--- src/hdl/stream_params.svh ---
/*
  Stream pipeline parameters
  Fixed beat widths and the register slice counts on either side
  of the framing checker
*/

`ifndef STREAM_PARAMS_SVH
`define STREAM_PARAMS_SVH

// Data bytes carried in one beat
`define STREAM_DAT_BYTS 8

// Width of the sideband control field, passed through untouched
`define STREAM_CTL_BITS 8

// Register slices in front of the checker and behind it
`define STREAM_IN_STAGES 2
`define STREAM_OUT_STAGES 1

`endif

--- src/hdl/stream_pkg.sv ---
/*
  Stream pipeline types
  Width typedefs and the packed beat struct that every link
  of the pipeline carries alongside its valid and ready signals
*/

`include "stream_params.svh"

package stream_pkg;

  // Beat payload, one byte per lane
  typedef logic [`STREAM_DAT_BYTS*8-1:0] dat_t;

  // Unused bytes in the last beat of a packet
  // Zero means every byte lane holds valid data
  typedef logic [$clog2(`STREAM_DAT_BYTS)-1:0] mod_t;

  // Sideband control bits
  typedef logic [`STREAM_CTL_BITS-1:0] ctl_t;

  // Packet and error counters wrap around when they overflow
  typedef logic [15:0] cnt_t;

  // One beat of the stream
  // The order puts the payload in the upper bits, as it would sit on a bus
  typedef struct packed {
    dat_t dat;
    logic sop;
    logic eop;
    logic err;
    mod_t mod;
    ctl_t ctl;
  } beat_t;

endpackage

--- src/hdl/pipeline_if_single.sv ---
/*
  Single register slice
  Registers one beat with a skid entry behind the main register, so the
  upstream ready is a flop output and throughput stays at one beat per cycle
*/

`timescale 1ns/1ps

module pipeline_if_single (
  input  logic              i_clk,
  input  logic              i_rst_n,
  input  stream_pkg::beat_t i_beat,
  input  logic              i_val,
  output logic              o_rdy,
  output stream_pkg::beat_t o_beat,
  output logic              o_val,
  input  logic              i_rdy
);

  import stream_pkg::*;

  // Main register drives the output and the skid register holds the overflow
  beat_t main_q;
  beat_t skid_q;
  logic  main_val_q;
  logic  skid_val_q;

  // The main register may load when it is empty or being drained
  logic  out_free;
  // A beat is taken from upstream this cycle
  logic  in_xfer;

  assign out_free = i_rdy | ~main_val_q;
  assign in_xfer  = i_val & o_rdy;

  // Valid flags for both entries
  always_ff @(posedge i_clk) begin
    if (!i_rst_n) begin
      main_val_q <= 1'b0;
      skid_val_q <= 1'b0;
    end else begin
      if (out_free) begin
        if (skid_val_q) begin
          // The parked beat goes out next
          // Upstream sees ready low in this cycle so nothing new arrives
          main_val_q <= 1'b1;
          skid_val_q <= 1'b0;
        end else begin
          main_val_q <= in_xfer;
        end
      end else if (in_xfer) begin
        // Downstream stalled while a beat was accepted, so park it
        skid_val_q <= 1'b1;
      end
    end
  end

  // Payload registers
  always_ff @(posedge i_clk) begin
    if (out_free) begin
      // The skid entry is older than anything upstream and goes first
      main_q <= skid_val_q ? skid_q : i_beat;
    end
    if (!out_free && in_xfer) begin
      skid_q <= i_beat;
    end
  end

  // Ready comes straight from a flop and only drops once the skid entry is used
  assign o_rdy  = ~skid_val_q;
  assign o_beat = main_q;
  assign o_val  = main_val_q;

endmodule

--- src/hdl/pipeline_if.sv ---
/*
  Register slice chain
  Places NUM_STAGES register slices in series on a beat link,
  or a plain combinational path when NUM_STAGES is zero
*/

`timescale 1ns/1ps

module pipeline_if #(
  parameter int NUM_STAGES = 1
) (
  input  logic              i_clk,
  input  logic              i_rst_n,
  input  stream_pkg::beat_t i_beat,
  input  logic              i_val,
  output logic              o_rdy,
  output stream_pkg::beat_t o_beat,
  output logic              o_val,
  input  logic              i_rdy
);

  import stream_pkg::*;

  generate
    if (NUM_STAGES == 0) begin : g_pass

      // No slices, the link is wired straight through
      assign o_beat = i_beat;
      assign o_val  = i_val;
      assign o_rdy  = i_rdy;

    end else begin : g_chain

      // Index 0 is the chain input and index NUM_STAGES is the chain output
      beat_t                 stage_beat [NUM_STAGES:0];
      logic [NUM_STAGES:0]   stage_val;
      logic [NUM_STAGES:0]   stage_rdy;

      assign stage_beat[0]          = i_beat;
      assign stage_val[0]           = i_val;
      assign stage_rdy[NUM_STAGES]  = i_rdy;

      for (genvar g = 0; g < NUM_STAGES; g++) begin : g_stage
        // Slice g sits between link g and link g+1
        pipeline_if_single u_slice (
          .i_clk   (i_clk),
          .i_rst_n (i_rst_n),
          .i_beat  (stage_beat[g]),
          .i_val   (stage_val[g]),
          .o_rdy   (stage_rdy[g]),
          .o_beat  (stage_beat[g+1]),
          .o_val   (stage_val[g+1]),
          .i_rdy   (stage_rdy[g+1])
        );
      end

      assign o_beat = stage_beat[NUM_STAGES];
      assign o_val  = stage_val[NUM_STAGES];
      // Upstream ready is the registered ready of the first slice
      assign o_rdy  = stage_rdy[0];

    end
  endgenerate

endmodule

--- src/hdl/stream_frame_check.sv ---
/*
  Packet framing checker
  Marks beats that break sop/eop framing or carry a stray mod value
  in their err bit, and counts packets and flagged beats
*/

`timescale 1ns/1ps

module stream_frame_check (
  input  logic              i_clk,
  input  logic              i_rst_n,
  input  stream_pkg::beat_t i_beat,
  input  logic              i_val,
  output logic              o_rdy,
  output stream_pkg::beat_t o_beat,
  output logic              o_val,
  input  logic              i_rdy,
  output stream_pkg::cnt_t  o_pkt_cnt,
  output stream_pkg::cnt_t  o_err_cnt
);

  import stream_pkg::*;

  // High between a transferred start beat and its eop beat
  logic  in_pkt_q;

  // One flag per framing rule
  logic  sop_in_pkt;
  logic  no_sop_start;
  logic  bad_mod;

  // A beat leaves the checker this cycle
  logic  out_xfer;

  cnt_t  pkt_cnt_q;
  cnt_t  err_cnt_q;

  // A new sop while a packet is still open
  assign sop_in_pkt   = i_beat.sop & in_pkt_q;
  // A beat that opens a packet without sop
  assign no_sop_start = ~i_beat.sop & ~in_pkt_q;
  // Only the last beat of a packet may leave byte lanes empty
  assign bad_mod      = (i_beat.mod != mod_t'(0)) & ~i_beat.eop;

  // Every field passes through and err picks up any rule violation
  always_comb begin
    o_beat     = i_beat;
    o_beat.err = i_beat.err | sop_in_pkt | no_sop_start | bad_mod;
  end

  // The checker adds no storage on the path
  assign o_val    = i_val;
  assign o_rdy    = i_rdy;
  assign out_xfer = o_val & i_rdy;

  // Framing state
  always_ff @(posedge i_clk) begin
    if (!i_rst_n) begin
      in_pkt_q <= 1'b0;
    end else if (out_xfer) begin
      // Any beat leaves the packet open unless it is the last one
      // A bad start is still treated as the start of a packet
      in_pkt_q <= ~i_beat.eop;
    end
  end

  // Counters only move on beats that actually leave
  always_ff @(posedge i_clk) begin
    if (!i_rst_n) begin
      pkt_cnt_q <= '0;
      err_cnt_q <= '0;
    end else if (out_xfer) begin
      if (i_beat.eop) begin
        pkt_cnt_q <= pkt_cnt_q + cnt_t'(1);
      end
      // Incoming errors count as well as the ones flagged here
      if (o_beat.err) begin
        err_cnt_q <= err_cnt_q + cnt_t'(1);
      end
    end
  end

  assign o_pkt_cnt = pkt_cnt_q;
  assign o_err_cnt = err_cnt_q;

endmodule

--- src/hdl/stream_pipe_top.sv ---
/*
  Stream packet pipeline
  Input register slices, framing checker and output register slices
  joined on valid/ready beat links
*/

`timescale 1ns/1ps

`include "stream_params.svh"

module stream_pipe_top (
  input  logic              i_clk,
  input  logic              i_rst_n,
  input  stream_pkg::beat_t i_beat,
  input  logic              i_val,
  output logic              o_rdy,
  output stream_pkg::beat_t o_beat,
  output logic              o_val,
  input  logic              i_rdy,
  output stream_pkg::cnt_t  o_pkt_cnt,
  output stream_pkg::cnt_t  o_err_cnt
);

  import stream_pkg::*;

  // Link from the input slices into the checker
  beat_t chk_in_beat;
  logic  chk_in_val;
  logic  chk_in_rdy;

  // Link from the checker into the output slices
  beat_t chk_out_beat;
  logic  chk_out_val;
  logic  chk_out_rdy;

  pipeline_if #(
    .NUM_STAGES (`STREAM_IN_STAGES)
  ) u_in_pipe (
    .i_clk   (i_clk),
    .i_rst_n (i_rst_n),
    .i_beat  (i_beat),
    .i_val   (i_val),
    .o_rdy   (o_rdy),
    .o_beat  (chk_in_beat),
    .o_val   (chk_in_val),
    .i_rdy   (chk_in_rdy)
  );

  // The checker is combinational on the data path, so its ready
  // comes from the first output slice
  stream_frame_check u_check (
    .i_clk     (i_clk),
    .i_rst_n   (i_rst_n),
    .i_beat    (chk_in_beat),
    .i_val     (chk_in_val),
    .o_rdy     (chk_in_rdy),
    .o_beat    (chk_out_beat),
    .o_val     (chk_out_val),
    .i_rdy     (chk_out_rdy),
    .o_pkt_cnt (o_pkt_cnt),
    .o_err_cnt (o_err_cnt)
  );

  pipeline_if #(
    .NUM_STAGES (`STREAM_OUT_STAGES)
  ) u_out_pipe (
    .i_clk   (i_clk),
    .i_rst_n (i_rst_n),
    .i_beat  (chk_out_beat),
    .i_val   (chk_out_val),
    .o_rdy   (chk_out_rdy),
    .o_beat  (o_beat),
    .o_val   (o_val),
    .i_rdy   (i_rdy)
  );

endmodule

--- config.mk ---
export PLATFORM = sky130hd
export DESIGN_NAME = stream_pipe_top
export DESIGN_NICKNAME = d
export VERILOG_FILES = /design/src/hdl/stream_pkg.sv /design/src/hdl/pipeline_if_single.sv /design/src/hdl/pipeline_if.sv /design/src/hdl/stream_frame_check.sv /design/src/hdl/stream_pipe_top.sv
export VERILOG_INCLUDE_DIRS = /design/src /design/src/hdl
export SDC_FILE = /design/constraint.sdc
export NUM_CORES = 1
export LEC_CHECK = 0
export BUFFER_PORTS_ARGS = -buffer_cell sky130_fd_sc_hd__clkbuf_2
export CORE_ASPECT_RATIO = 0.8
export CORE_MARGIN = 3
export CORE_UTILIZATION = 45
export DETAILED_ROUTE_END_ITERATION = 7
export GPL_ROUTABILITY_DRIVEN = 0
export HOLD_SLACK_MARGIN = 0.06
export PLACE_DENSITY = 0.74
export SYNTH_ARGS = -nofsm -noshare
export SYNTH_HDL_FRONTEND = slang
export SYNTH_SLANG_ARGS = --single-unit
--- constraint.sdc ---
create_clock -name i_clk -period 12.1 [get_ports i_clk]
set_clock_uncertainty 0.1 [all_clocks]
set_input_delay 0.605 -clock i_clk [delete_from_list [all_inputs] [get_ports i_clk]]
set_output_delay 0.605 -clock i_clk [all_outputs]
set_load 0.01 [all_outputs]
# ---- Word level (Yosys, flattened, before mapping)
# Index checks and enable logic that the tools add are counted.
dict set report word_totals {
  ff_bits 507
  input_bits 82
  elab_cells 87
}
dict set report classes {
  add_sub_neg 2
  muxes 6
  n_bitwise 22
  n_reduce_logical 12
}
# operator count
set op_table {}
lappend op_table {{two-way mux 78 bit} 3}
lappend op_table {{adder 16 x 1 -> 16 bit (second input constant)} 2}
lappend op_table {{inverter 1 bit} 10}
lappend op_table {{AND 1 bit} 6}
lappend op_table {{bitwise OR 1 bit} 6}
lappend op_table {{OR reduction 2 bit} 3}
lappend op_table {{AND reduction 2 bit} 2}
lappend op_table {{logical AND 1 bit} 3}
lappend op_table {{logical NOT 1 bit} 3}
lappend op_table {{two-way mux 1 bit} 3}
lappend op_table {{nonzero test 3 bit} 1}

# ---- Longest topological paths before layout
dict set report logic_depth {
  depth_word 5
  mapped_depth 6
  depth_no_buf 5
}

# ---- Cells and area by module
# Synthesis repeated with hierarchy kept, for this count alone.
dict set report hier_totals {
  hier_cells 1015
  hier_area_um2 20493.4
}
# mod instances cells_each area_each_um2 seq_area_each_um2
set by_module_without_submodules {}
lappend by_module_without_submodules {pipeline_if_single 3 251 6107.1 4724.5}
lappend by_module_without_submodules {stream_frame_check 1 262 2172.1 660.6}

# ---- Worst setup path after synthesis
# OpenSTA, ideal clock, no wires.
dict set report synth_timing {
  path_type {register to register}
  start {register u_out_pipe.g_chain.g_stage[0].u_slice.skid_val_q}
  end {register u_in_pipe.g_chain.g_stage[1].u_slice.skid_q[0] (netlist bit), enable pin}
  setup_time_ns 0.626
  t_arrival_ns 8.467
  t_required_ns 11.374
  path_slack_ns 2.908
  path_stages_with_launch 5
  n_path_buf 2
  path_cell_list {dfxtp_1 -> clkbuf_1 -> buf_2 -> nand2_1 -> nor3b_1}
}
dict set report synth_between {
  elab_chain_cells 4
}
# item line
set synth_lines {}
lappend synth_lines {{from (decl)} pipeline_if_single.sv:26} ;# logic skid_val_q;
lappend synth_lines {{from (signal assigned)} pipeline_if_single.sv:40} ;# skid_val_q <= 1'b0;
lappend synth_lines {{from (signal assigned)} pipeline_if_single.sv:47} ;# skid_val_q <= 1'b0;
lappend synth_lines {{from (signal assigned)} pipeline_if_single.sv:53} ;# skid_val_q <= 1'b1;
lappend synth_lines {{inverter 1 bit} pipeline_if_single.sv:70} ;# assign o_rdy = ~skid_val_q;
lappend synth_lines {{bitwise OR 1 bit} pipeline_if_single.sv:33} ;# assign out_free = i_rdy | ~main_val_q;
lappend synth_lines {{net u_in_pipe.g_chain.g_stage[1].u_slice.out_free} pipeline_if_single.sv:29} ;# logic out_free;
lappend synth_lines {{logical NOT 1 bit} pipeline_if_single.sv:64} ;# if (!out_free && in_xfer) begin
lappend synth_lines {{logical AND 1 bit} pipeline_if_single.sv:64}
lappend synth_lines {{to (signal assigned)} pipeline_if_single.sv:65} ;# skid_q <= i_beat;
lappend synth_lines {{to (decl)} pipeline_if_single.sv:24} ;# beat_t skid_q;
# The timed path passes the listed nets, and every way through them passes these cells.
# A chain may end at the register's enable or synchronous reset.

# ---- Final worst setup path
dict set report layout_timing {
  start {register u_in_pipe.g_chain.g_stage[1].u_slice.main_val_q}
  end {register u_out_pipe.g_chain.g_stage[0].u_slice.skid_q[48] (netlist bit), enable pin}
}
dict set report layout_between {
  elab_chain_cells 2
}
# item line
set layout_lines {}
lappend layout_lines {{from (decl)} pipeline_if_single.sv:25} ;# logic main_val_q;
lappend layout_lines {{from (signal assigned)} pipeline_if_single.sv:49} ;# main_val_q <= in_xfer;
lappend layout_lines {{AND 1 bit} pipeline_if_single.sv:34} ;# assign in_xfer = i_val & o_rdy;
lappend layout_lines {{logical AND 1 bit} pipeline_if_single.sv:64}
lappend layout_lines {{to (signal assigned)} pipeline_if_single.sv:65}
lappend layout_lines {{to (decl)} pipeline_if_single.sv:24}
# Every way passes these cells.

==> metrics.md <==
| Metric | Value |
|---|---|
| Status | finished, final reports clean |
| Largest net degree at the start of global routing | 82 |
| Total negative slack | 0 ns |
| R2r worst-path depth | 3 |
| Pwr dens | 161 mW/mm² |
| CTS tree | done |
| Vias in the first global route | 9,046 |
| CTS buffer count | 49 |
| Vias after detailed routing | 8,783 |
| Reg-to-reg startpoint | u_in_pipe.g_chain.g_stage[1].u_slice.o_val |
| Max Transition Viols Final | 0 |
| Tot GR Track Use | 0.151 |
| Worst-path fanout max | 41 |
| Cells after Synth | 933 |
| Critical Path Slowest Stage Cell | nor2_4 |
| Relative slew margins | 0.203 |
| Critical path capture point type | flip-flop |
| CP arrival | 2.97 ns |
| Max rail drop VDD | 0.115 mV |
| Detailed Routing Iterations Pass 1 | 6 |
| Setup Buffers After CTS | 0 |
| Met3 usage | 0.0308 |
| Met2 Use GR | 0.233 |
| DRC Markers | 0 |
| Clk sink count | 507 |
| Die W | 233 µm |
| Die height | 188 µm |
| Worst slew pin tran | 1.19 ns |
| Max stage delay on crit path | 0.93 ns |
| HP Class | primary input to flip-flop |
| Setup-failing EPs final | 0 |
| Startpoint types | flip-flop |
| Synth warn | 0 |
| WS Path Type | flip-flop to flip-flop |
| Fill count | 3,027 |
| Area of the multi-input gates | 0.00362 mm² |
| Remaining antenna violation count | 0 |
| Flops & latches, synth | 507 |
| Core Rows | 65 |
| Detailed Route Iter0 Violations | 480 |
| Global-route wire length before repair | 52,400 µm |
| Min-Delay Path Depth | 1 |
| DP Area | 0.0202 mm² |
| Post-Route WL | 33,100 µm |
| Flip-flop and latch area | 0.0148 mm² |
| Final Hold Viols | 0 |
| Worst hold start | i_beat[4] |
| Crit path cell chain | or2b_1 -> nor2_4 -> buf_4 |
| Starting Density | 0.464 |
| Synth-to-Final Area Change | 16.6% |
| MaxCap Viol Count | 0 |
| Ports | 194 |
| Synthesized area per cell | 19.9 µm² |
| Buf/Inv on CP | 1 |
| Stages on the worst setup path | 3 |
| Critical Path RT | 12.18 ns |
| Clk_lat worst skew | 0.54 ns |
| GR Util met1 | 0.215 |
| Core area | 0.0401 mm² |
| HPWL after DPL | 20,900 µm |
| Htree depth | 2 |
| Die area | 0.0438 mm² |
| Reg2Reg Setup Slack | 9.21 ns |
| Library cells used by synthesis | 36 |
| WL/cell | 19.2 µm |
| Post-cts sizing count | 0 |
| Share of cells above drive strength 1 | 0.434 |
| Gr ovfl total | 0 |
| Clock root cell | clkbuf_16 |
| Unrepaired setup endpoints after global routing | no |
| Clk buf depth | 3 |
| Leakage Power | 7.64 nW |
| Post-CTS Hold Buffers | 0 |
| Post-Syn Nets | 1,017 |
| CTS clk-pin slew, worst paths | 0.06 ns |
| Synthesized area | 0.0186 mm² |
| Final min period | 2.89 ns |
| Antenna violations before repair | 0 |
| FMAX | 346 MHz |
| Hold_ws | 0.149 ns |
| Post-synthesis sequential area ratio | 0.798 |
| Vias/cell | 5.10 |
| Fin area | 0.0217 mm² |
| Diode count | 0 |
| Hold Path End | u_in_pipe.g_chain.g_stage[0].u_slice.skid_q[4] |
| Final period util | 0.239 |
| GR peak layer | met2 |
| Delay-heaviest family, CP | simple AND/OR/NAND/NOR gates |
| NumNets Final | 1,235 |
| Reg-to-reg endpoint | u_out_pipe.g_chain.g_stage[0].u_slice.skid_q[48] |
| Port Buffer Count | 193 |
[state kept, by name, indices dropped and copies added (netlist names)]
register                                       flops
u_out_pipe.g_chain.g_stage.u_slice.skid_q         78
u_check.o_pkt_cnt                                 16
u_check.in_pkt_q                                   1
u_out_pipe.g_chain.g_stage.u_slice.skid_val_q      1
u_in_pipe.g_chain.g_stage.u_slice.skid_val_q       2
u_out_pipe.g_chain.g_stage.u_slice.o_beat         78
u_in_pipe.g_chain.g_stage.u_slice.o_beat         156
u_check.o_err_cnt                                 16
u_in_pipe.g_chain.g_stage.u_slice.skid_q         156
u_in_pipe.g_chain.g_stage.u_slice.o_val            2
u_out_pipe.g_chain.g_stage.u_slice.o_val           1
[report_power, final]
group / switching [W] / total (W) / internal, W
combinational: 0.0000461 / 0.0000972 / 0.0000511
sequential: 0.0000247 / 0.00199 / 0.00196
clock: 0.000608 / 0.00141 / 0.000798
[logic make-up (layout without fill, tap and decap cells)]
logic type | count (synthesis) | count (layout) | synth area share
flip-flops | 507 | 507 | 0.798
multiplexers | 236 | 236 | 0.143
AND/OR/NAND/NOR | 91 | 91 | 0.0302
AO/OA/AOI/OAI | 44 | 44 | 0.0132
buffers and inverters | 42 | 296 | 0.00955
XOR/XNOR | 11 | 11 | 0.00518
adder cells (fa/ha/maj) | 2 | 2 | 0.00135
[synthesized netlist by cell type, drive strengths merged]
cell	number	area [µm²]
nor3	4	20.0
nor2b	1	6.26
o31ai	8	60.1
o211a	1	10.0
nor3b	2	15.0
o21ai	12	60.1
ha	2	25.0
or3	9	56.3
inv	6	22.5
and3	3	18.8
or4	8	60.1
clkbuf	22	82.6
xnor2	2	17.5
dfxtp	39	781
mux2i	2	20.0
nor2	15	56.3
nand4	13	118
mux2	234	2640
nand2	10	37.5
or4b	1	10.0
xor2	9	78.8
edfxtp	468	14100
and4b	2	23.8
buf	14	72.6
or2b	1	7.51
nand3	12	60.1
and2	4	25.0
and4	3	28.8
nand2b	3	18.8
a21oi	23	115
[final cells by class]
cell class,count,share of cell area
Clock buffer,66,0.0600
Clock inverter,21,0.00785
Inverter,6,0.00104
Multi-Input combinational cell,384,0.167
Sequential cell,507,0.685
Tap cell,536,0.0309
Timing Repair Buffer,203,0.0480
[per-stage QoR]
step | cells | power (W) | util | setup WS, ns
3_5_place_dp | 1636 | 0.00212 | 0.504 | 8.78
2_1_floorplan | 933 | 0.00206 | - | 2.91
3_3_place_gp | 1636 | 0.00212 | 0.504 | 8.80
6_report | 1723 | 0.00349 | 0.541 | 9.21
4_1_cts | 1723 | 0.00353 | 0.541 | 9.12
5_1_grt | 1723 | 0.00361 | 0.541 | 8.95
[cell usage in the layout, fill, tap and decap left out, drive strengths merged, types with 3 or more instances in the layout]
cell type / Yosys / final
a21oi: 23 / 23
buf: 14 / 10
or3: 9 / 9
clkinv: 0 / 15
inv: 6 / 10
o31ai: 8 / 8
mux2: 234 / 234
clkbuf: 22 / 259
nand2b: 3 / 3
nand4: 13 / 13
nand2: 10 / 10
or4: 8 / 8
and2: 4 / 4
and4: 3 / 3
nor3: 4 / 4
dfxtp: 39 / 39
nand3: 12 / 12
xor2: 9 / 9
edfxtp: 468 / 468
nor2: 15 / 15
and3: 3 / 3
o21ai: 12 / 12
[layer usage]
layer / wire [µm] / up-vias
met3: 1610 / 63
met2: 15500 / 187
met5: 0 / -
met4: 998 / 0
met1: 15000 / 4411
li1: - / 4122
[worst max-delay path by stage]
stage                                                     startpoint                                                to  slack [ns]
after floorplan                                            flip-flop    u_in_pipe.g_chain.g_stage[1].u_slice.skid_q[0]        2.91
after global placement                                         i_rdy  u_out_pipe.g_chain.g_stage[0].u_slice.skid_q[49]        8.80
after detailed placement                                       i_rdy  u_out_pipe.g_chain.g_stage[0].u_slice.skid_q[46]        8.78
after CTS                 u_in_pipe.g_chain.g_stage[1].u_slice.o_val  u_out_pipe.g_chain.g_stage[0].u_slice.skid_q[46]        9.12
after global routing      u_in_pipe.g_chain.g_stage[1].u_slice.o_val  u_out_pipe.g_chain.g_stage[0].u_slice.skid_q[45]        8.95
final                     u_in_pipe.g_chain.g_stage[1].u_slice.o_val  u_out_pipe.g_chain.g_stage[0].u_slice.skid_q[48]        9.21
Power figures use the tool's default switching activity.
